===== src/logic/mem_pkg.sv =====
package mem_pkg;

    // width of one load, store or fetch
    typedef enum logic [1:0] {
        SIZE_BYTE = 2'd0,
        SIZE_HALF = 2'd1,
        SIZE_WORD = 2'd2
    } access_size_e;

    typedef enum logic [2:0] {
        IDLE   = 3'd0,
        DREAD  = 3'd1,
        DWRITE = 3'd2,
        IOWAIT = 3'd3,
        FETCH  = 3'd4,
        DONE   = 3'd5
    } ctrl_state_e;

    // console output is never cached
    localparam logic [31:0] CONSOLE_ADDR0 = 32'h0003_0000;
    localparam logic [31:0] CONSOLE_ADDR1 = 32'h0003_0004;

    function automatic logic [2:0] size_bytes(access_size_e size);
        case (size)
            SIZE_BYTE: return 3'd1;
            SIZE_HALF: return 3'd2;
            default:   return 3'd4;
        endcase
    endfunction

    function automatic logic is_console(logic [31:0] addr);
        return (addr == CONSOLE_ADDR0) || (addr == CONSOLE_ADDR1);
    endfunction

    // little endian byte pick
    function automatic logic [7:0] get_byte(logic [31:0] word, logic [1:0] idx);
        return word[{idx, 3'b000} +: 8];
    endfunction

endpackage


===== src/logic/byte_counter.sv =====
`timescale 1ns/1ns

module byte_counter (
    input  logic                  clk_in,
    input  logic                  rst_in,
    input  logic                  rdy_in,
    input  logic                  start,
    input  logic                  step,
    input  mem_pkg::access_size_e size,
    output logic [2:0]            count,
    output logic                  last
);

    // count sits on the final byte of the access
    assign last = (count == (mem_pkg::size_bytes(size) - 3'd1));

    always_ff @(posedge clk_in) begin
        if (rst_in) begin
            count <= 3'd0;
        end else if (rdy_in) begin
            if (start) begin
                count <= 3'd0;
            end else if (step) begin
                count <= count + 3'd1;
            end
        end
    end

    // reads run one past the last byte, so 4 is the ceiling
    assert property (@(posedge clk_in) disable iff (rst_in) count <= 3'd4);

endmodule


===== config.mk =====
export PLATFORM = sky130hd
export DESIGN_NAME = byte_counter
export DESIGN_NICKNAME = d
export VERILOG_FILES = /design/src/logic/mem_pkg.sv /design/src/logic/byte_counter.sv
export SDC_FILE = /design/constraint.sdc
export NUM_CORES = 1
export LEC_CHECK = 0
export BUFFER_PORTS_ARGS = -buffer_cell sky130_fd_sc_hd__buf_2
export CAP_MARGIN = 10
export CORE_AREA = 2 2 39 41
export CTS_BUF_LIST = sky130_fd_sc_hd__clkbuf_4 sky130_fd_sc_hd__clkbuf_8 sky130_fd_sc_hd__clkbuf_16
export DETAILED_ROUTE_END_ITERATION = 7
export DIE_AREA = 0 0 41 43
export PLACE_DENSITY = 0.35
export SLEW_MARGIN = 10
export SYNTH_ARGS = -nofsm -noshare
export SYNTH_HDL_FRONTEND = slang
export SYNTH_SLANG_ARGS = --single-unit

===== constraint.sdc =====
create_clock -name clk_in -period 1.74 [get_ports clk_in]
set_clock_uncertainty 0.1 [all_clocks]
set_input_delay 0.348 -clock clk_in [delete_from_list [all_inputs] [get_ports clk_in]]
set_output_delay 0.348 -clock clk_in [all_outputs]
set_load 0.03 [all_outputs]

==> flow_metrics.py <==
metrics = {
    "final_layout": {
        "largest_reg_flops": 3,
        "multiInputGateArea_um2": 174,
        "num-nets-final": 51,
        "fillers": 161,
        "layout-area-overhead-vs-synth_pct": 77.8,
        "antenna_cells": 0,
        "top_regs": "count: 3 flops",
        "regMostFlops": "count",
        "drive_above_1_share_pct": 48.8,
        "regArea_um2": 60.1,
        "instances_no_fill": 57,
    },
    "worst_setup_path": {
        "worstSetupPathType": "in -> out",
        "arrival_ns": 1.42,
        "critPathMaxStageDelay_ns": 0.23,
        "r2r_end": "count[2]$_SDFFE_PP0P_",
        "r2r_cells": 4,
        "path_buf_inv": 2,
        "end_kind": "output pin",
        "crit_slowest_cell": "or2_1",
        "critPathRequiredTime_ns": 1.29,
        "timing.rr.start": "count[0]$_SDFFE_PP0P_",
        "crit_family": "simple AND/OR/NAND/NOR gates",
        "crit_path_start_kind": "input pin",
        "critical_path.max_fanout": 2,
        "r2r_setup_slack_ns": 0.38,
        "path_cells": "buf_6 > or2_1 > ha_2 > xnor2_2 > xnor2_2 > nor3_4 > buf_6",
    },
    "min_path": {
        "min_from": "rst_in",
        "hold_depth": 2,
        "hp-class": "in -> reg",
        "min_to": "count[2]$_SDFFE_PP0P_",
    },
    "global_route": {
        "track_usage_pct": 8.34,
        "grt_max_degree": 6,
        "grt_pass1_vias": 235,
        "overflow": 0,
        "antenna_found_initial": 0,
        "grt_pass1_wl_um": 897,
    },
    "route": {
        "routed_wl_um": 521,
        "wire_per_inst_um": 9.14,
        "drt-vias-per-instance": 4.19,
        "route.antenna.remaining_nets": 0,
        "drtIter0Drc": 5,
        "drc": 0,
        "via_count": 239,
        "dr.pass1.iters": 4,
    },
    "floorplan": {
        "coreArea_um2": 1380,
        "die_w_um": 41,
        "initial_core_util_pct": 15.1,
        "io_pins": 11,
        "die_y_um": 43,
        "die_area_um2": 1760,
        "num_rows": 14,
    },
    "timing": {
        "tns_ns": -0.131,
        "fmax_ghz": 0.534,
        "maxSlewHeadroom_pct": 80.3,
        "min_period_ns": 1.87,
        "finalCritPeriodShare_pct": 108,
        "tightest_slew_ns": 0.291,
        "hold_viol": 0,
        "rsz0062_at_grt": "yes",
        "finalMaxSlewViolations": 0,
        "setup_violations": 1,
        "final_critical_path_setup_slack_ns": -0.131,
    },
    "clocking": {
        "clk_pin_slew_worst_paths_ns": 0.04,
        "cts.sinks": 3,
        "clk_latency_ns": 0.24,
        "cts_max_level": 1,
        "ctsHoldBuffers": 0,
        "clock_path_buffers": 2,
        "cts_tree": "done",
        "cts-root-buf": "clkbuf_4",
        "cts_setup_buffers": 0,
        "cts_buffers": 3,
    },
    "run": {
        "cap_violations": 0,
    },
    "yosys": {
        "synth_edf_count": 0,
        "synthesis.area_um2": 209,
        "yosys.area.top_type_share_pct": 28.7,
        "synthTopCellsByArea": "dfxtp_1 29%, xnor2_1 13%, ha_1 12%",
        "synth_area_per_cell_um2": 8.36,
        "yosysMostFrequentCell": "a21oi_1",
        "ys_seq_elements": 3,
        "synth_ff_type": "dfxtp_1",
        "ys_types": 15,
        "yosysTopAreaCell": "dfxtp_1",
        "syn_nets": 34,
        "synth_seq_area_share_pct": 28.7,
        "syn_inst": 25,
        "netlist_top_cells_count": "4 x a21oi_1, 3 x dfxtp_1, 3 x xnor2_1",
        "yosysWarnings": 0,
        "async_flop_share_pct": 0,
    },
    "placement": {
        "place_congestion": 0.750,
        "dp_cells": 53,
        "io_buffers": 10,
    },
    "power_and_ir_drop": {
        "power_density_nw_per_um2": 733,
        "irDropWorstVdd_mv": 0.242,
        "total_power_uw": 272,
        "cellLeakagePower_nw": 0.169,
    },
    "status": {
        "outcome": "finished, violations left",
        "violations": "negative setup slack",
    },
}
through the flow:
stage	setup WS [ns]	hold WS [ns]	area (um2)	utilization, %
after floorplan	-0.0961	0.317	223	-
after detailed placement	-0.275	0.405	308	22.2
after CTS	-0.167	0.192	372	26.9
final	-0.131	0.196	372	26.9
after global routing	-0.183	0.201	372	26.9
after global placement	-0.218	0.421	308	22.2
worst max-delay path by stage:
| stage | startpoint | end | slack [ns] | cells past startpoint |
|---|---|---|---|---|
| global route | size[0] | last | -0.18 | 7 |
| CTS | size[0] | last | -0.17 | 7 |
| global placement | size[1] | last | -0.22 | 7 |
| finish | size[0] | last | -0.13 | 7 |
| floorplan | size[1] | last | -0.1 | 5 |
| detailed placement | size[1] | last | -0.28 | 7 |
layout by cell type (no fill, tap or decap), types with 2 or more instances in the layout:
cell	netlist	routed
dfxtp_1	3	3
clkbuf_4	0	4
buf_2	0	7
xnor2_2	0	2
buf_6	0	3
o21ai_0	2	2
nand2_1	2	2
buf_4	0	2
a21oi_1	4	4
what timing repair did:
action | in CTS | in global routing
gates resized for setup | 6 | 0
pin swaps | 5 | 2
setup endpoints to repair | 1 | 1
gates cloned | 0 | 0
cell families (layout without fill, tap and decap cells):
logic type,Yosys count,in the layout,synth area share [%]
simple gates,9,9,26.4
compound gates,6,6,14.4
xor+xnor,4,4,16.8
flops,3,3,28.7
fa+ha+maj,2,2,12.0
buf+inv,1,17,1.79
routing by layer:
metal / vias to the layer above / wire [um] / track usage [%]
li1: 122 / - / -
met1: 101 / 194 / 7.10
met2: 13 / 251 / 12.5
met3: 3 / 60 / 4.71
met4: 0 / 15 / 8.00
met5: - / 0 / 0
worst register-to-register path, cell delays in order, from the launching register on:
cell and delay [ns]:
dfxtp_1 0.42, ha_1 0.20, nand2_1 0.05, or4_1 0.40
a21oi_1 0.12
report_power, final:
group	total, mW	leakage (nW)	internal (mW)	switching (mW)
sequential	0.0721	0.0243	0.0703	0.00185
combinational	0.0582	0.126	0.0306	0.0276
clock	0.142	0.0184	0.102	0.0402
area by class of cell:
cell class                 count  area share, %
multi-input combinational     21           46.8
timing repair buffer          12           22.6
clock buffer                   4           8.08
inverter                       1           1.01
sequential                     3           16.2
tap                           16           5.39
Power figures use the tool's default switching activity.
