**src/logic/mem_pkg.sv**
```systemverilog
package mem_pkg;

    // width of one load, store or fetch
    typedef enum logic [1:0] {
        SIZE_BYTE = 2'd0,
        SIZE_HALF = 2'd1,
        SIZE_WORD = 2'd2
    } access_size_e;

    typedef enum logic [2:0] {
        IDLE   = 3'd0,
        DREAD  = 3'd1,
        DWRITE = 3'd2,
        IOWAIT = 3'd3,
        FETCH  = 3'd4,
        DONE   = 3'd5
    } ctrl_state_e;

    // console output is never cached
    localparam logic [31:0] CONSOLE_ADDR0 = 32'h0003_0000;
    localparam logic [31:0] CONSOLE_ADDR1 = 32'h0003_0004;

    function automatic logic [2:0] size_bytes(access_size_e size);
        case (size)
            SIZE_BYTE: return 3'd1;
            SIZE_HALF: return 3'd2;
            default:   return 3'd4;
        endcase
    endfunction

    function automatic logic is_console(logic [31:0] addr);
        return (addr == CONSOLE_ADDR0) || (addr == CONSOLE_ADDR1);
    endfunction

    // little endian byte pick
    function automatic logic [7:0] get_byte(logic [31:0] word, logic [1:0] idx);
        return word[{idx, 3'b000} +: 8];
    endfunction

endpackage

```
**src/logic/byte_lanes.sv**
```systemverilog
`timescale 1ns/1ns

module byte_lanes (
    input  logic        clk_in,
    input  logic        rst_in,
    input  logic        rdy_in,
    input  logic        capture,
    input  logic [2:0]  count,
    input  logic [7:0]  ram_d_in,
    input  logic [31:0] wdata,
    output logic [31:0] word_out,
    output logic [7:0]  byte_out
);

    logic [31:0] word_q;
    logic [31:0] merged;
    logic [1:0]  slot;

    // data trails the address by one cycle
    assign slot = count[1:0] - 2'd1;

    always_comb begin
        merged = word_q;
        merged[{slot, 3'b000} +: 8] = ram_d_in;
    end

    // the last byte shows up here in its capture cycle
    assign word_out = capture ? merged : word_q;

    assign byte_out = mem_pkg::get_byte(wdata, count[1:0]);

    always_ff @(posedge clk_in) begin
        if (rst_in) begin
            word_q <= '0;
        end else if (rdy_in) begin
            if (capture) begin
                word_q <= merged;
            end else if (count == 3'd0) begin
                // upper bytes read as zero on a new access
                word_q <= '0;
            end
        end
    end

endmodule

```
**config.mk**
```make
export PLATFORM = sky130hd
export DESIGN_NAME = byte_lanes
export DESIGN_NICKNAME = d
export VERILOG_FILES = /design/src/logic/mem_pkg.sv /design/src/logic/byte_lanes.sv
export SDC_FILE = /design/constraint.sdc
export NUM_CORES = 1
export LEC_CHECK = 0
export BUFFER_PORTS_ARGS = -buffer_cell sky130_fd_sc_hd__buf_2
export CAP_MARGIN = 20
export CORE_AREA = 2 2 59 72
export DETAILED_ROUTE_END_ITERATION = 6
export DIE_AREA = 0 0 61 74
export PLACE_DENSITY = 0.92
export SKIP_LAST_GASP = 1
export SYNTH_ARGS = -nofsm -noshare
export SYNTH_HDL_FRONTEND = slang
export SYNTH_SLANG_ARGS = --single-unit
```
**constraint.sdc**
```tcl
create_clock -name clk_in -period 7.85 [get_ports clk_in]
set_input_delay 1.57 -clock clk_in [delete_from_list [all_inputs] [get_ports clk_in]]
set_output_delay 1.57 -clock clk_in [all_outputs]
set_load 0.03 [all_outputs]
```
==> metrics, run 1 <==
# diodes=0; top-count cell post-synth=a22o_1; drt pass-1 iters=4; WS Path Type=in2out; Logic pwr share=18.6%; syn nets=209; HP Class=reg2reg; Yosys top cell area share=35.9%; CTS clk-pin slew, worst paths=0.06 ns; TNS Setup=0 ns; # resized after CTS=0; clock period minus worst slack=5.31 ns; Largest register FFs=32; CTS tree=done; clk sinks=32; Routed WL=5110 um; Reg with most FFs=word_q; Max IR drop VDD=0.0877 mV; final clock skew=0 ns; drt drc=0; Die Height=74 um; Synth Flop Type=dfxtp_1; Clock Power Share=39.3%; placer congestion estimate=0.858; CTS H-Tree Depth=2; EDFF count, synth=0; MaxCap Viol Count=0; Die Width=61 um; Req. time, crit path=6.28 ns; Worst Hold Depth=1; Final Setup Violations=0; drt wl/cell=17.4 um; Iter 0 DRT Violations=44; vias in the first global route=1723; CP endpoint kind=primary output; Final Util=60.8%; slew margin rel.=57.5%; DR vias=1733; Commonest cells post-synth=a22o_1 (61), dfxtp_1 (32), mux4_2 (8), buf_1 (7); final hold violation count=0; P_int=0.284 mW; Seq pwr share=42.1%; NumNets Final=291; post-detail-place hpwl=3870 um; Achievable Freq=188 MHz; Area contributors post-synth=dfxtp_1 (36%), a22o_1 (30%), mux4_2 (10%), ha_1 (4.2%), nor3_4 (2.7%); post-synth cell types=28; Syn Inst Count=156; RSZ-0062 raised after global routing=no; fin. max-slew vios=0; Mapped Area=0.00179 mm2; worst skew pair latency=0.28 ns; die area=0.00451 mm2; worst-path fanout max=15; r2r worst-path depth=1; Root Driver=clkbuf_8; number of CTS-inserted buffers=5; Synth Register Bits=32; status=finished clean; num rows=25; area grow syn2layout=30.9%; # IOs=87; Mean Syn Cell Area=11.5 um2; CP Data Arrival Time=3.74 ns; slew at the pin with the worst max-slew slack=0.633 ns; # Post-CTS Setup Buffers=0; share of the yosys chip area belonging to registers=35.9%; Std-Cell Core Area=0.00385 mm2; initial core utilization=46.4%; GRT Total Usage=24.3%; hold-fix buffers at CTS=0; Tcrit/Tclk final=67.6%; grt ovf=0; asr flop ratio synth=0%; Synth area leader=dfxtp_1; Port Buffers=86; hold slack=0.478 ns; first-pass GRT wire length=7960 um; Post-DRT Antenna Nets=0; largest net degree at the start of global routing=16; clk buf depth=2; layout cell share with drive strength beyond 1=48.1%; Synth warnings=0; Switch Pwr=0.106 mW; switching share of power=27.1%; Leak=1.14 nW; Pwr Density=167 mW/mm2; initial antenna violation count=0; crit path launch type=primary input; via density per instance=5.91; top flop regs=word_q x32
[metal layers]
metal | track usage (%) | routed length, um | vias to the layer above
met4 | 8.21 | 85 | 0
met3 | 4.70 | 401 | 7
met5 | 0 | 0 | -
met1 | 27.7 | 1900 | 830
li1 | - | - | 801
met2 | 44.3 | 2720 | 95
[through the flow]
stage	instances	power, mW	setup slack (ns)	instance area (um2)
final	293	0.390	2.54	2340
after global routing	293	0.403	2.35	2340
after CTS	293	0.393	2.55	2340
after detailed placement	285	0.240	2.56	2230
after global placement	285	0.238	2.64	2230
after floorplan	156	0.215	2.85	1790
[area by class of cell]
type | instances | area (um2)
Timing Repair Buffer | 86 | 430
Clock inverter | 2 | 35.0
Clock buffer | 6 | 72.6
Multi-Input combinational cell | 110 | 1080
Sequential cell | 32 | 641
Fill cell | 348 | 1510
Inverter | 3 | 11.3
Tap cell | 54 | 67.6
[layout by cell type (no fill, tap or decap)]
| cell type | synthesis | layout |
|---|---|---|
| ha_1 | 6 | 6 |
| clkbuf_8 | 0 | 5 |
| a22o_1 | 61 | 61 |
| nand2b_1 | 1 | 1 |
| clkinv_2 | 0 | 1 |
| or2_2 | 2 | 2 |
| nand2b_4 | 1 | 1 |
| nor3_4 | 3 | 3 |
| nor2_1 | 1 | 1 |
| o21ai_1 | 4 | 4 |
| or3b_2 | 1 | 1 |
| nor3_2 | 2 | 2 |
| clkbuf_1 | 1 | 1 |
| mux4_2 | 8 | 8 |
| bufinv_16 | 0 | 1 |
| nor4_4 | 2 | 2 |
| nand2_1 | 6 | 6 |
| or2_4 | 1 | 1 |
| buf_2 | 1 | 86 |
| a21o_1 | 5 | 5 |
| inv_1 | 3 | 3 |
| nand3_1 | 1 | 1 |
| a32o_1 | 1 | 1 |
| dfxtp_1 | 32 | 32 |
| nor2_2 | 1 | 1 |
| o21ai_0 | 1 | 1 |
| nor3b_1 | 1 | 1 |
| nand4_2 | 1 | 1 |
[power groups by stage]
stage	Clock, mW	Combinational [mW]	Sequential (mW)
finish	0.153	0.0726	0.164
global route	0.161	0.0777	0.164
CTS	0.156	0.0730	0.164
detailed placement	0	0.0727	0.168
global placement	0	0.0707	0.168
floorplan	0	0.0480	0.167
[worst paths after layout]
kind	from	to	slack, ns
setup / recovery	count[0]	word_out[9]	2.54
hold / removal	word_q[16]	word_q[16]	0.48
setup reg to reg	word_q[14]	word_q[14]	7.20
hold reg to reg	word_q[16]	word_q[16]	0.48
[critical path, stage by stage]
cell and delay [ns]:
buf_2 0.33, inv_1 0.23, ha_1 0.55, nand3_1 0.22, nor2_1 0.43, a22o_1 0.20, buf_2 0.19
[cells by family after synthesis]
group                      count (synthesis)  share of synthesized area, %
AOI/OAI and AO/OA                         72                          34.0
DFF                                       32                          35.9
and+or+nand+nor                           24                          12.3
buffers and inverters                     14                          3.64
muxes                                      8                          10.1
adders and majority gates                  6                          4.20
No activity file was read; power rests on OpenSTA's default activity.
==> inputs of run 2 (changes only) <==
--- a/config.mk
+++ b/config.mk
@@ -7,10 +7,10 @@
 export LEC_CHECK = 0
 export BUFFER_PORTS_ARGS = -buffer_cell sky130_fd_sc_hd__buf_2
 export CAP_MARGIN = 20
-export CORE_AREA = 2 2 59 72
+export CORE_AREA = 2 2 64 78
 export DETAILED_ROUTE_END_ITERATION = 6
-export DIE_AREA = 0 0 61 74
-export PLACE_DENSITY = 0.92
+export DIE_AREA = 0 0 66 80
+export PLACE_DENSITY = 0.84
 export SKIP_LAST_GASP = 1
 export SYNTH_ARGS = -nofsm -noshare
 export SYNTH_HDL_FRONTEND = slang
==> constraint.sdc (replaced) <==
create_clock -name clk_in -period 4.27 [get_ports clk_in]
set_input_delay 0.854 -clock clk_in [delete_from_list [all_inputs] [get_ports clk_in]]
set_output_delay 0.854 -clock clk_in [all_outputs]
set_load 0.03 [all_outputs]
==> metrics, run 2 (same netlist as run 1, synthesis figures left out) <==
die area=0.00528 mm2 (+17%); number of CTS-inserted buffers=5 (unchanged); clk sinks=32 (unchanged); Std-Cell Core Area=0.00453 mm2 (+18%); Final WS setup=0.423 ns (-2.12 ns); # Post-CTS Setup Buffers=0 (unchanged); TNS Setup=0 ns (unchanged); CP Data Arrival Time=2.99 ns (-0.75 ns); GRT Total Usage=20.3% (-4.0 points); hold-fix buffers at CTS=0 (unchanged); first-pass GRT wire length=8060 um (+1.3%); Port Buffers=86 (unchanged); drt wl/cell=17.0 um (-2.3%); Achievable Freq=260 MHz; Pwr Density=292 mW/mm2 (+75%); worst slack, placed=0.382 ns (-2.17 ns); final hold violation count=0 (unchanged); largest net degree at the start of global routing=16 (unchanged); most frequent cells in the layout=buf_2 (86), a22o_1 (61), dfxtp_1 (32), mux4_2 (8), clkbuf_8 (7); vias in the first global route=1632 (-5.3%); crit path launch type=primary input; layout cell share with drive strength beyond 1=48.3% (+0.20 points); placer congestion estimate=0.810 (-5.6%); WS Path Type=in2out; drt drc=0 (unchanged); drt pass-1 iters=4 (unchanged); Reg with most FFs=word_q; post-detail-place hpwl=3750 um (-3.0%); Post-DRT Antenna Nets=0 (unchanged); HP Class=reg2reg; Max IR drop VDD=0.126 mV (+44%); initial antenna violation count=0 (unchanged); clk buf depth=2 (unchanged); RSZ-0062 raised after global routing=no; Req. time, crit path=3.42 ns (-2.86 ns); worst-path fanout max=15 (unchanged); slew margin rel.=62.4% (+4.9 points); status=finished clean; via density per instance=5.75 (-2.8%); # IOs=87 (unchanged); initial core utilization=39.5% (-7.0 points); Final Setup Violations=0 (unchanged); area grow syn2layout=30.5%; placed cells=289 (+1.4%); CTS clk-pin slew, worst paths=0.06 ns (about the same); footprint of the multi-input gates=0.00108 mm2 (unchanged); top flop regs=word_q x32; total power=0.680 mW (+74%); slew at the pin with the worst max-slew slack=0.560 ns (-0.0735 ns); most common cell after layout, fill and taps aside=buf_2; worst skew pair latency=0.27 ns (about the same); DR vias=1702 (-1.8%); Final Util=51.5% (-9.3 points); NumNets Final=291 (unchanged); CTS tree=done; Root Driver=clkbuf_8; Leak=1.13 nW (-0.43%); Finished Layout Cells=296 (+1.0%); register area=641 um2 (unchanged); Fill cells=435 (+25%); CTS H-Tree Depth=2 (unchanged); Largest register FFs=32 (unchanged); Die Height=80 um (+8.1%); Iter 0 DRT Violations=150 (+240%); Die Width=66 um (+8.2%); num rows=27 (+8.0%); clock period minus worst slack=3.85 ns; CP endpoint kind=primary output; Routed WL=5040 um (-1.3%); MaxCap Viol Count=0 (unchanged); # diodes=0 (unchanged); fin. max-slew vios=0 (unchanged); Tcrit/Tclk final=90.1%; # resized after CTS=0 (unchanged); grt ovf=0 (unchanged); final clock skew=0 ns (unchanged)
==> run 2: cell count changes in the layout (fill, tap and decap cells not counted), sizes merged <==
| cell | previous run | this run |
|---|---|---|
| clkinv | 1 | 0 |
| bufinv | 1 | 0 |
| clkbuf | 6 | 7 |
==> run 2: metrics by stage <==
step           hold slack (ns)  cell area (um2)
3_5_place_dp             0.455             2240
6_report                 0.472             2330
3_3_place_gp             0.449             2240
4_1_cts                  0.477             2330
2_1_floorplan            0.443             1790
5_1_grt                  0.491             2330
==> run 2: layer usage <==
metal | track usage [%] | up-vias | part of all wire, %
met5 | 0 | - | 0
met4 | 6.94 | 0 | 1.3
met3 | 3.53 | 7 | 6.9
met2 | 33.3 | 90 | 48
met1 | 26.7 | 811 | 44
li1 | - | 794 | -
==> run 2: power by group <==
| group | switching [mW] | leakage [nW] | internal (mW) | total [mW] |
|---|---|---|---|---|
| clock | 0.103 | 0.0503 | 0.143 | 0.246 |
| combinational | 0.0833 | 0.827 | 0.0489 | 0.132 |
| sequential | 0.00104 | 0.258 | 0.300 | 0.301 |
| total | 0.187 | 1.13 | 0.493 | 0.680 |
==> run 2: final timing paths <==
check,from,to,slack (ns),cells past startpoint
worst min register to register,word_q[7],word_q[7],0.47,1
worst max register to register,word_q[13],word_q[13],3.64,1
worst min-delay path,word_q[7],word_q[7],0.47,1
worst max-delay path,count[0],word_out[11],0.42,7
==> run 2: critical path, stage by stage <==
cell and delay (ns):
buf_2 0.32, inv_1 0.23, ha_1 0.55, nand3_1 0.22
nor2_1 0.42, a22o_1 0.20, buf_2 0.19
==> run 2: layout make-up <==
cell class / count / share of cell area, %
multi-input cells: 110 / 46.4
flip-flops and latches: 32 / 27.5
repair buffers: 86 / 18.5
clock buffers: 7 / 4.13
well taps: 58 / 3.11
inverters: 3 / 0.483
==> inputs of run 3 (changes only) <==
--- a/config.mk
+++ b/config.mk
@@ -11,6 +11,7 @@
 export DETAILED_ROUTE_END_ITERATION = 6
 export DIE_AREA = 0 0 66 80
 export PLACE_DENSITY = 0.84
+export REMOVE_ABC_BUFFERS = 1
 export SKIP_LAST_GASP = 1
 export SYNTH_ARGS = -nofsm -noshare
 export SYNTH_HDL_FRONTEND = slang
==> metrics, run 3 (same netlist as run 1, synthesis figures left out) <==
# IOs=87 (unchanged); slew margin rel.=61.9% (-0.50 points); Fill cells=442 (+1.6%); CP Data Arrival Time=2.80 ns (-0.19 ns); post-detail-place hpwl=3830 um (+2.2%); Root Driver=clkbuf_8; drt pass-1 iters=4 (unchanged); TNS Setup=0 ns (unchanged); NumNets Final=292 (+0.34%); die area=0.00528 mm2 (unchanged); Post-DRT Antenna Nets=0 (unchanged); first-pass GRT wire length=7890 um (-2.1%); clock period minus worst slack=3.65 ns (-0.198 ns); Routed WL=4950 um (-1.7%); CTS H-Tree Depth=2 (unchanged); crit path launch type=primary input; clk buf depth=2 (unchanged); most common cell after layout, fill and taps aside=buf_2; clk sinks=32 (unchanged); Req. time, crit path=3.42 ns (about the same); CTS clk-pin slew, worst paths=0.06 ns (about the same); most frequent cells in the layout=buf_2 (86), a22o_1 (61), dfxtp_1 (32), mux4_2 (8), clkbuf_8 (7); Worst path slowest cell=ha_1; Max stage delay on crit path=0.51 ns (-0.04 ns); Pwr Density=293 mW/mm2 (+0.48%); top flop regs=word_q x32; Largest register FFs=32 (unchanged); Buffers & Inverters on Critical Path=3 (unchanged); worst skew pair latency=0.28 ns (about the same); DR vias=1723 (+1.2%); Achievable Freq=274 MHz (+5.4%); status=finished clean; Die Height=80 um (unchanged); placer congestion estimate=0.747 (-7.8%); area grow syn2layout=31.0%; Final Setup Violations=0 (unchanged); register area=641 um2 (unchanged); CP Cell Sequence=buf_2 -> inv_1 -> ha_1 -> nand3_1 -> nor2_1 -> a22o_1 -> buf_2; initial antenna violation count=0 (unchanged); HP Class=reg2reg; final hold violation count=0 (unchanged); Final Util=51.7% (+0.17 points); CP endpoint kind=primary output; Iter 0 DRT Violations=66 (-56%); r2r setup slk=3.65 ns (about the same); CTS tree=done; Std-Cell Core Area=0.00453 mm2 (unchanged); num rows=27 (unchanged); final clock skew=0 ns (unchanged); hold-fix buffers at CTS=0 (unchanged); number of CTS-inserted buffers=5 (unchanged); slew at the pin with the worst max-slew slack=0.568 ns (+0.00751 ns); # diodes=0 (unchanged); crit-path leading delay family=simple AND/OR/NAND/NOR gates; Tcrit/Tclk final=85.5% (-4.6 points); Port Buffers=86 (unchanged); crit-path most repeated cell=buf_2; layout cell share with drive strength beyond 1=48.5% (+0.22 points); # resized after CTS=0 (unchanged); Die Width=66 um (unchanged); Reg with most FFs=word_q; RSZ-0062 raised after global routing=no; Max IR drop VDD=0.148 mV (+18%); drt wl/cell=16.7 um (-2.0%); footprint of the multi-input gates=0.00108 mm2 (unchanged); grt ovf=0 (unchanged); initial core utilization=39.5% (unchanged); GRT Total Usage=19.9% (-0.39 points); WS Path Type=in2out; MaxCap Viol Count=0 (unchanged); via density per instance=5.80 (+0.89%); drt drc=0 (unchanged); fin. max-slew vios=0 (unchanged); vias in the first global route=1681 (+3.0%); # Post-CTS Setup Buffers=0 (unchanged); Leak=1.14 nW (+0.42%); largest net degree at the start of global routing=13 (-3); worst-path fanout max=11 (-4)
[run 3: final cells by class]
class / count / share of cell area, %
Multi-Input combinational cell: 110 / 46.2
Sequential cell: 32 / 27.4
Timing Repair Buffer: 87 / 18.7
Clock buffer: 7 / 4.12
Tap cell: 58 / 3.10
Inverter: 3 / 0.481
[run 3: per-stage QoR]
step	area, um2	worst slack [ns]	hold WS, ns	power, mW	std cells
final	2340	0.621	0.473	0.686	297
after global placement	2240	0.699	0.450	0.438	290
after global routing	2340	0.478	0.488	0.713	297
after floorplan	1730	1.07	0.443	0.384	145
after detailed placement	2240	0.634	0.459	0.441	290
after CTS	2340	0.629	0.479	0.691	297
[run 3: worst paths after layout]
kind	startpoint	to	depth (start not counted)
worst max-delay path	count[1]	word_out[12]	7
worst min-delay path	word_q[31]	word_q[31]	1
worst max register to register	word_q[10]	word_q[10]	1
worst min register to register	word_q[31]	word_q[31]	1
[run 3: layer usage]
layer / vias up / GRT usage, % / wire, um
met5: - / 0 / 0
met4: 0 / 7.96 / 80
met3: 5 / 5.78 / 426
met2: 80 / 34.2 / 2520
met1: 842 / 22.9 / 1920
li1: 796 / - / -
[run 3: report_power, final]
group          switching (mW)  internal (mW)
Combinational          0.0825         0.0495
Clock                   0.109          0.143
Sequential           0.000994          0.300
