$ cat src/logic/mem_pkg.sv
package mem_pkg;

    // width of one load, store or fetch
    typedef enum logic [1:0] {
        SIZE_BYTE = 2'd0,
        SIZE_HALF = 2'd1,
        SIZE_WORD = 2'd2
    } access_size_e;

    typedef enum logic [2:0] {
        IDLE   = 3'd0,
        DREAD  = 3'd1,
        DWRITE = 3'd2,
        IOWAIT = 3'd3,
        FETCH  = 3'd4,
        DONE   = 3'd5
    } ctrl_state_e;

    // console output is never cached
    localparam logic [31:0] CONSOLE_ADDR0 = 32'h0003_0000;
    localparam logic [31:0] CONSOLE_ADDR1 = 32'h0003_0004;

    function automatic logic [2:0] size_bytes(access_size_e size);
        case (size)
            SIZE_BYTE: return 3'd1;
            SIZE_HALF: return 3'd2;
            default:   return 3'd4;
        endcase
    endfunction

    function automatic logic is_console(logic [31:0] addr);
        return (addr == CONSOLE_ADDR0) || (addr == CONSOLE_ADDR1);
    endfunction

    // little endian byte pick
    function automatic logic [7:0] get_byte(logic [31:0] word, logic [1:0] idx);
        return word[{idx, 3'b000} +: 8];
    endfunction

endpackage

$ cat src/logic/cache_port_if.sv
`timescale 1ns/1ns

interface cache_port_if #(
    parameter int INDEX_LEN = 6
);

    // word address without the byte offset
    logic [29:0]          lookup_addr;
    logic [INDEX_LEN-1:0] index;
    logic [29-INDEX_LEN:0] tag;
    logic                 hit;
    logic [31:0]          rdata;
    logic                 fill_en;
    logic [31:0]          fill_data;
    logic                 inval_en;

    assign index = lookup_addr[INDEX_LEN-1:0];
    assign tag   = lookup_addr[29:INDEX_LEN];

    modport fsm (
        output lookup_addr, fill_en, fill_data, inval_en,
        input  hit, rdata
    );

    modport cache (
        input  index, tag, fill_en, fill_data, inval_en,
        output hit, rdata
    );

endinterface

$ cat src/logic/mem_ctrl_fsm.sv
`timescale 1ns/1ns

module mem_ctrl_fsm (
    input  logic                  clk_in,
    input  logic                  rst_in,
    input  logic                  rdy_in,
    input  logic                  io_full,
    input  logic                  read_mem,
    input  logic                  write_mem,
    input  logic [31:0]           mem_addr,
    input  logic [31:0]           mem_wdata,
    input  mem_pkg::access_size_e mem_size,
    input  logic                  if_read,
    input  logic [31:0]           if_addr,
    output logic                  cnt_start,
    output logic                  cnt_step,
    input  logic                  cnt_last,
    input  logic [2:0]            count,
    output logic                  lane_capture,
    input  logic [31:0]           lane_word,
    cache_port_if.fsm             icache,
    cache_port_if.fsm             dcache,
    output logic                  mem_done,
    output logic [31:0]           mem_rdata,
    output logic                  if_done,
    output logic [31:0]           if_instr,
    output logic [1:0]            busy,
    output logic                  ram_wr,
    output logic [31:0]           ram_addr
);

    mem_pkg::ctrl_state_e state;
    logic        tail_q;
    logic        console;
    logic        dcache_ok;
    logic        fetch_last;
    logic        store_end;
    logic        dhit_take;
    logic        ihit_take;
    logic [31:0] base_addr;

    assign console    = mem_pkg::is_console(mem_addr);
    assign dcache_ok  = (mem_size == mem_pkg::SIZE_WORD) && !console;
    assign fetch_last = (count == 3'd3);
    assign store_end  = (state == mem_pkg::DWRITE) && cnt_last;

    // priority is write, read, fetch
    assign dhit_take = (state == mem_pkg::IDLE) && !write_mem && read_mem
                       && dcache_ok && dcache.hit;
    assign ihit_take = (state == mem_pkg::IDLE) && !write_mem && !read_mem
                       && if_read && icache.hit;

    assign busy[0] = (state == mem_pkg::DREAD) || (state == mem_pkg::DWRITE)
                     || (state == mem_pkg::IOWAIT);
    assign busy[1] = (state == mem_pkg::FETCH);

    assign ram_wr    = (state == mem_pkg::DWRITE) && rdy_in;
    assign base_addr = (state == mem_pkg::FETCH) ? if_addr : mem_addr;
    // a frozen cycle re-reads the previous byte to keep ram_d_in in step with count
    assign ram_addr  = base_addr + {29'd0, count} - {31'd0, ~rdy_in};

    assign cnt_start    = (state == mem_pkg::IDLE);
    assign cnt_step     = (state == mem_pkg::DWRITE)
                          || (((state == mem_pkg::DREAD) || (state == mem_pkg::FETCH))
                              && !tail_q);
    assign lane_capture = ((state == mem_pkg::DREAD) || (state == mem_pkg::FETCH))
                          && (count != 3'd0);

    // write-through data cache
    assign dcache.lookup_addr = mem_addr[31:2];
    assign dcache.fill_en     = dcache_ok
                                && (((state == mem_pkg::DREAD) && tail_q) || store_end);
    assign dcache.fill_data   = (state == mem_pkg::DWRITE) ? mem_wdata : lane_word;
    assign dcache.inval_en    = store_end && !console
                                && (mem_size != mem_pkg::SIZE_WORD) && dcache.hit;

    assign icache.lookup_addr = if_addr[31:2];
    assign icache.fill_en     = (state == mem_pkg::FETCH) && tail_q;
    assign icache.fill_data   = lane_word;
    assign icache.inval_en    = 1'b0;

    always_ff @(posedge clk_in) begin
        if (rst_in) begin
            state    <= mem_pkg::IDLE;
            tail_q   <= 1'b0;
            mem_done <= 1'b0;
            if_done  <= 1'b0;
        end else if (rdy_in) begin
            mem_done <= 1'b0;
            if_done  <= 1'b0;
            case (state)
                mem_pkg::IDLE: begin
                    tail_q <= 1'b0;
                    if (write_mem) begin
                        state <= console ? mem_pkg::IOWAIT : mem_pkg::DWRITE;
                    end else if (read_mem) begin
                        if (dhit_take) begin
                            mem_done <= 1'b1;
                            state    <= mem_pkg::DONE;
                        end else begin
                            state <= mem_pkg::DREAD;
                        end
                    end else if (if_read) begin
                        if (ihit_take) begin
                            if_done <= 1'b1;
                            state   <= mem_pkg::DONE;
                        end else begin
                            state <= mem_pkg::FETCH;
                        end
                    end
                end
                mem_pkg::DREAD: begin
                    // one extra cycle to capture the final byte
                    if (tail_q) begin
                        mem_done <= 1'b1;
                        state    <= mem_pkg::DONE;
                    end else if (cnt_last) begin
                        tail_q <= 1'b1;
                    end
                end
                mem_pkg::DWRITE: begin
                    if (cnt_last) begin
                        mem_done <= 1'b1;
                        state    <= mem_pkg::DONE;
                    end
                end
                mem_pkg::IOWAIT: begin
                    if (!io_full) begin
                        state <= mem_pkg::DWRITE;
                    end
                end
                mem_pkg::FETCH: begin
                    if (tail_q) begin
                        if_done <= 1'b1;
                        state   <= mem_pkg::DONE;
                    end else if (fetch_last) begin
                        tail_q <= 1'b1;
                    end
                end
                mem_pkg::DONE: begin
                    state <= mem_pkg::IDLE;
                end
                default: begin
                    state <= mem_pkg::IDLE;
                end
            endcase
        end
    end

    // results hold until the next done
    always_ff @(posedge clk_in) begin
        if (rdy_in) begin
            if (dhit_take) begin
                mem_rdata <= dcache.rdata;
            end else if ((state == mem_pkg::DREAD) && tail_q) begin
                mem_rdata <= lane_word;
            end
            if (ihit_take) begin
                if_instr <= icache.rdata;
            end else if ((state == mem_pkg::FETCH) && tail_q) begin
                if_instr <= lane_word;
            end
        end
    end

    assert property (@(posedge clk_in) disable iff (rst_in) !(mem_done && if_done));

    // console store stays off the RAM while the console is full
    assert property (@(posedge clk_in) disable iff (rst_in)
        (state == mem_pkg::IOWAIT) |-> !ram_wr);

endmodule

$ cat src/flat_wrapper.sv
// flat-port wrapper written by rule: the top's interface ports become plain ports
module mem_ctrl_fsm_flat 
  (clk_in, rst_in, rdy_in, io_full, read_mem, write_mem, mem_addr, mem_wdata, mem_size, if_read, if_addr, cnt_start, cnt_step, cnt_last, count, lane_capture, lane_word, mem_done, mem_rdata, if_done, if_instr, busy, ram_wr, ram_addr, icache_lookup_addr, icache_fill_en, icache_fill_data, icache_inval_en, icache_hit, icache_rdata, dcache_lookup_addr, dcache_fill_en, dcache_fill_data, dcache_inval_en, dcache_hit, dcache_rdata);
  cache_port_if icache_i ();
  cache_port_if dcache_i ();
  input  logic clk_in;
  input  logic rst_in;
  input  logic rdy_in;
  input  logic io_full;
  input  logic read_mem;
  input  logic write_mem;
  input  logic [31:0] mem_addr;
  input  logic [31:0] mem_wdata;
  input  mem_pkg::access_size_e mem_size;
  input  logic if_read;
  input  logic [31:0] if_addr;
  output logic cnt_start;
  output logic cnt_step;
  input  logic cnt_last;
  input  logic [2:0] count;
  output logic lane_capture;
  input  logic [31:0] lane_word;
  output logic mem_done;
  output logic [31:0] mem_rdata;
  output logic if_done;
  output logic [31:0] if_instr;
  output logic [1:0] busy;
  output logic ram_wr;
  output logic [31:0] ram_addr;
  output wire logic [$bits(icache_i.lookup_addr)-1:0] icache_lookup_addr;
  output wire logic [$bits(icache_i.fill_en)-1:0] icache_fill_en;
  output wire logic [$bits(icache_i.fill_data)-1:0] icache_fill_data;
  output wire logic [$bits(icache_i.inval_en)-1:0] icache_inval_en;
  input wire logic [$bits(icache_i.hit)-1:0] icache_hit;
  input wire logic [$bits(icache_i.rdata)-1:0] icache_rdata;
  output wire logic [$bits(dcache_i.lookup_addr)-1:0] dcache_lookup_addr;
  output wire logic [$bits(dcache_i.fill_en)-1:0] dcache_fill_en;
  output wire logic [$bits(dcache_i.fill_data)-1:0] dcache_fill_data;
  output wire logic [$bits(dcache_i.inval_en)-1:0] dcache_inval_en;
  input wire logic [$bits(dcache_i.hit)-1:0] dcache_hit;
  input wire logic [$bits(dcache_i.rdata)-1:0] dcache_rdata;
  assign icache_lookup_addr = {>>{icache_i.lookup_addr}};
  assign icache_fill_en = icache_i.fill_en;
  assign icache_fill_data = icache_i.fill_data;
  assign icache_inval_en = icache_i.inval_en;
  assign icache_i.hit = icache_hit;
  assign icache_i.rdata = icache_rdata;
  assign dcache_lookup_addr = {>>{dcache_i.lookup_addr}};
  assign dcache_fill_en = dcache_i.fill_en;
  assign dcache_fill_data = dcache_i.fill_data;
  assign dcache_inval_en = dcache_i.inval_en;
  assign dcache_i.hit = dcache_hit;
  assign dcache_i.rdata = dcache_rdata;
  mem_ctrl_fsm u_core (.clk_in(clk_in), .rst_in(rst_in), .rdy_in(rdy_in), .io_full(io_full), .read_mem(read_mem), .write_mem(write_mem), .mem_addr(mem_addr), .mem_wdata(mem_wdata), .mem_size(mem_size), .if_read(if_read), .if_addr(if_addr), .cnt_start(cnt_start), .cnt_step(cnt_step), .cnt_last(cnt_last), .count(count), .lane_capture(lane_capture), .lane_word(lane_word), .icache(icache_i), .dcache(dcache_i), .mem_done(mem_done), .mem_rdata(mem_rdata), .if_done(if_done), .if_instr(if_instr), .busy(busy), .ram_wr(ram_wr), .ram_addr(ram_addr));
endmodule
$ cat config.mk
export PLATFORM = sky130hd
export DESIGN_NAME = mem_ctrl_fsm_flat
export DESIGN_NICKNAME = d
export VERILOG_FILES = /design/src/logic/mem_pkg.sv /design/src/logic/cache_port_if.sv /design/src/logic/mem_ctrl_fsm.sv /design/src/flat_wrapper.sv
export SDC_FILE = /design/constraint.sdc
export NUM_CORES = 1
export LEC_CHECK = 0
export BUFFER_PORTS_ARGS = -buffer_cell sky130_fd_sc_hd__buf_2
export CAP_MARGIN = 10
export CELL_PAD_IN_SITES_DETAIL_PLACEMENT = 1
export CELL_PAD_IN_SITES_GLOBAL_PLACEMENT = 2
export CORE_UTILIZATION = 21
export CTS_CLUSTER_SIZE = 20
export DETAILED_ROUTE_END_ITERATION = 10
export PLACE_DENSITY = 0.83
export SYNTH_ARGS = -nofsm -noshare
export SYNTH_HDL_FRONTEND = slang
export SYNTH_SLANG_ARGS = --single-unit
$ cat constraint.sdc
create_clock -name clk_in -period 3.95 [get_ports clk_in]
set_input_delay 0.395 -clock clk_in [delete_from_list [all_inputs] [get_ports clk_in]]
set_output_delay 0.395 -clock clk_in [all_outputs]
set_load 0.02 [all_outputs]
==> qor.json <==
{
  "placeable_core_region": {"value": 30700, "unit": "µm²"},
  "timing.hold.worst.start": {"value": "rst_in"},
  "finalHoldWorstSlack": {"value": 0.305, "unit": "ns"},
  "gp_routability_congestion": {"value": 0.840},
  "worstHoldEndpoint": {"value": "u_core.mem_done"},
  "route.antenna.remaining_nets": {"value": 0},
  "rows": {"value": 64},
  "post_synth.cell_area_avg": {"value": 9.66, "unit": "µm²"},
  "detailroute.via_count": {"value": 6856},
  "starting_density_of_the_core": {"value": 21.4, "unit": "%"},
  "rrSetupSlack": {"value": 1.26, "unit": "ns"},
  "synth_top_cell_by_area": {"value": "sky130_fd_sc_hd__edfxtp_1"},
  "synthArstFlopShare": {"value": 0, "unit": "%"},
  "synth.top_cells.by_area": {"value": "sky130_fd_sc_hd__edfxtp_1 29%, sky130_fd_sc_hd__mux2_2 17%, sky130_fd_sc_hd__buf_4 11%"},
  "critPathArrivalTime": {"value": 3.86, "unit": "ns"},
  "worst_r2r_path_depth": {"value": 6},
  "area.sequential": {"value": 2040, "unit": "µm²"},
  "skew": {"value": 0.0104, "unit": "ns"},
  "clkSlewWorstSetupHoldPaths": {"value": 0.06, "unit": "ns"},
  "yosys-mux-area-fraction": {"value": 21.7, "unit": "%"},
  "vdd.ir_drop.worst": {"value": 239, "unit": "µV"},
  "timing.critical_path.required": {"value": 3.56, "unit": "ns"},
  "area.growth.synth_to_final": {"value": 59.4, "unit": "%"},
  "yosysTopAreaCellShare": {"value": 29.3, "unit": "%"},
  "synth_top_family_by_area": {"value": "multiplexers"},
  "combined_area_of_the_multi_input_logic_cells": {"value": 4160, "unit": "µm²"},
  "p_leak": {"value": 4.84, "unit": "nW"},
  "hp-class": {"value": "primary input to register"},
  "clockBufferDepth": {"value": 2},
  "ys_seq_elements": {"value": 70},
  "portBuffers": {"value": 437},
  "post_synth_inst_count": {"value": 678},
  "number_of_stages_on_the_worst_hold_path": {"value": 2},
  "critical_path.startpoint_type": {"value": "register"},
  "cts_root_buf": {"value": "sky130_fd_sc_hd__clkbuf_16"},
  "synth_ff_type": {"value": "sky130_fd_sc_hd__edfxtp_1"},
  "clock_sinks": {"value": 70},
  "report.final.hold_viol_count": {"value": 0},
  "violations": {"value": "negative setup slack"},
  "worstSkewPairLatency": {"value": 0.35, "unit": "ns"},
  "pwr_density_cell": {"value": 442, "unit": "nW/µm²"},
  "syn-num-nets": {"value": 918},
  "number_of_iterations_in_the_first_detailed_routing_pass": {"value": 4},
  "worst-path-max-fanout": {"value": 7},
  "pin_slew_with_the_least_headroom_to_its_limit": {"value": 0.678, "unit": "ns"},
  "nFillCells": {"value": 3638},
  "placed_cells": {"value": 1484},
  "report.power.total": {"value": 0.00461, "unit": "W"},
  "achievable-frequency": {"value": 235, "unit": "MHz"},
  "finish.utilization": {"value": 34.0, "unit": "%"},
  "run_status": {"value": "finished with violations"},
  "die_height": {"value": 179, "unit": "µm"},
  "boundaryPins": {"value": 439},
  "synth_xor_area_share": {"value": 4.14, "unit": "%"},
  "timing.max_cap.violations": {"value": 0},
  "cts_buffers": {"value": 9},
  "regToRegEndpoint": {"value": "u_core.mem_rdata[29]"},
  "post_synth_num_cell_types": {"value": 53},
  "maximum_number_of_pins_on_one_net_before_global_route_repair": {"value": 33},
  "finalCritPeriodShare": {"value": 108, "unit": "%"},
  "final.setup.worst_slack": {"value": -0.308, "unit": "ns"},
  "ys_seq_area_share": {"value": 31.2, "unit": "%"},
  "gr-total-overflow": {"value": 0},
  "synth_area": {"value": 6550, "unit": "µm²"},
  "post_layout_nonfiller_instances": {"value": 1537},
  "synth_compound_gate_area_share": {"value": 10.3, "unit": "%"},
  "grt_antenna_before_repair": {"value": 14},
  "synth_most_common_cell": {"value": "sky130_fd_sc_hd__mux2_2"},
  "initialDrtViolationCount": {"value": 171},
  "setup_crit_path_kind": {"value": "register to primary output"},
  "synth-simple-area-share": {"value": 11.2, "unit": "%"},
  "final-max-slew-violation-count": {"value": 0},
  "min_period": {"value": 4.26, "unit": "ns"},
  "wire_per_inst": {"value": 20.3, "unit": "µm"},
  "ctsHoldBuffers": {"value": 0},
  "route.detailed.drc": {"value": 0},
  "synth_enable_flop_cells": {"value": 64},
  "number_of_global_route_vias_before_repair": {"value": 7030},
  "first_pass_grt_wire_length": {"value": 42400, "unit": "µm"},
  "dp.final_hpwl": {"value": 25600, "unit": "µm"},
  "maxSlewHeadroom": {"value": 54.4, "unit": "%"},
  "cts_max_level": {"value": 3},
  "synth_fa_ha_area_share": {"value": 6.42, "unit": "%"},
  "floorplan.die_area": {"value": 31900, "unit": "µm²"},
  "synth_top_cells_by_count": {"value": "96 x sky130_fd_sc_hd__mux2_2, 94 x sky130_fd_sc_hd__buf_4, 64 x sky130_fd_sc_hd__edfxtp_1, 47 x sky130_fd_sc_hd__inv_1"},
  "share_of_layout_cells_above_drive_strength_1": {"value": 66.3, "unit": "%"},
  "finalSetupViolations": {"value": 15},
  "chipWidth": {"value": 179, "unit": "µm"},
  "endpoint_kind": {"value": "primary output"},
  "place_ws": {"value": -0.354, "unit": "ns"},
  "design.final.nets": {"value": 1369},
  "viasPerCell": {"value": 4.46},
  "postRouteWirelength": {"value": 31200, "unit": "µm"},
  "rr_startpoint": {"value": "u_core.state[0]"},
  "cts_tree": {"value": "done"},
  "synthesis.yosys.warnings": {"value": 0},
  "rsz0062_at_grt": {"value": "true"},
  "grtUsageTotal": {"value": 18.1, "unit": "%"}
}
## area by class of cell
class                           count  share of cell area (%)
Timing Repair Buffer              555                    31.0
Sequential cell                    70                    19.6
Clock inverter                      7                   0.695
Multi-Input combinational cell    445                    39.8
Tap cell                          396                    4.74
Inverter                           48                    1.89
Clock buffer                        9                    2.16
Antenna cell                        7                   0.168
## critical path: stages, from the launching register on
cell and delay, ns:
sky130_fd_sc_hd__dfxtp_2 0.32, sky130_fd_sc_hd__or3b_4 0.44, sky130_fd_sc_hd__clkinv_8 0.10, sky130_fd_sc_hd__buf_12 0.13, sky130_fd_sc_hd__buf_12 0.14, sky130_fd_sc_hd__buf_4 0.13, sky130_fd_sc_hd__mux2i_4 0.25, sky130_fd_sc_hd__inv_1 0.07
sky130_fd_sc_hd__ha_1 0.29, sky130_fd_sc_hd__buf_4 0.16, sky130_fd_sc_hd__o211ai_1 0.09, sky130_fd_sc_hd__nand2_1 0.13, sky130_fd_sc_hd__a31oi_4 0.23, sky130_fd_sc_hd__buf_4 0.14, sky130_fd_sc_hd__buf_6 0.08, sky130_fd_sc_hd__buf_6 0.08
sky130_fd_sc_hd__nor3_2 0.03, sky130_fd_sc_hd__or3_4 0.40, sky130_fd_sc_hd__xnor2_2 0.16, sky130_fd_sc_hd__buf_4 0.16
## layout by cell type (no fill, tap or decap), drive strengths merged, types with 9 or more instances in the layout
cell	count
nor3	15
edfxtp	64
mux2i	34
a21o	11
nand2	31
a211oi	9
o21ai	18
mux2	96
buf	553
inv	48
nand3	12
clkbuf	11
nor2	34
nor2b	11
xnor2	25
ha	32
a21oi	32
## power by group
part,total [W],switching [W],internal [W],leakage [nW]
registers,0.000842,0.00000757,0.000835,0.627
logic,0.00293,0.00159,0.00134,4.07
clock network,0.000840,0.000349,0.000491,0.143
total,0.00461,0.00195,0.00267,4.84
## state kept, by name (all words and copies together) (netlist names)
name              cells
u_core.if_done        1
u_core.mem_done       1
u_core.state          3
u_core.mem_rdata     32
u_core.if_instr      32
u_core.tail_q         1
## metal layers
layer,vias to the layer above,part of all wire [%],track usage [%],wire [µm]
met5,-,0.24,0,75
met1,3246,37,19.0,11400
li1,3255,-,-,-
met4,12,2.4,6.53,765
met2,298,53,33.7,16600
met3,45,7.6,5.61,2360
## repair_timing
item                       in CTS  in global routing
setup buffers                  13                 17
gates cloned                    0                  2
pin swaps                      24                 31
resized for setup              58                 66
setup endpoints to repair      20                 21
## kinds of logic after synthesis
logic type                 count (synthesis)
buffers and inverters                    163
AOI/OAI and AO/OA                        104
and+or+nand+nor                          146
DFF                                       70
other                                      1
adders and majority gates                 33
muxes                                    130
xor gates and xnor gates                  31
## through the flow
step / setup TNS, ns / cell area [µm²]
floorplan: -0.158 / 6680
global placement: -0.679 / 9260
detailed placement: -1.84 / 9260
CTS: -3.99 / 9900
global route: -6.15 / 10400
finish: -3.08 / 10400
## worst max-delay path by stage
stage | start | end | slack, ns | depth (start not counted)
2_1_floorplan | u_core.state[2] | ram_addr[28] | -0.16 | 19
3_3_place_gp | u_core.state[0] | ram_addr[28] | -0.18 | 17
3_5_place_dp | u_core.state[0] | ram_addr[30] | -0.35 | 18
4_1_cts | u_core.state[1] | ram_addr[28] | -0.36 | 17
5_1_grt | u_core.state[1] | ram_addr[31] | -0.48 | 17
6_report | u_core.state[1] | ram_addr[23] | -0.31 | 19
(Power assumes the default switching activity.)
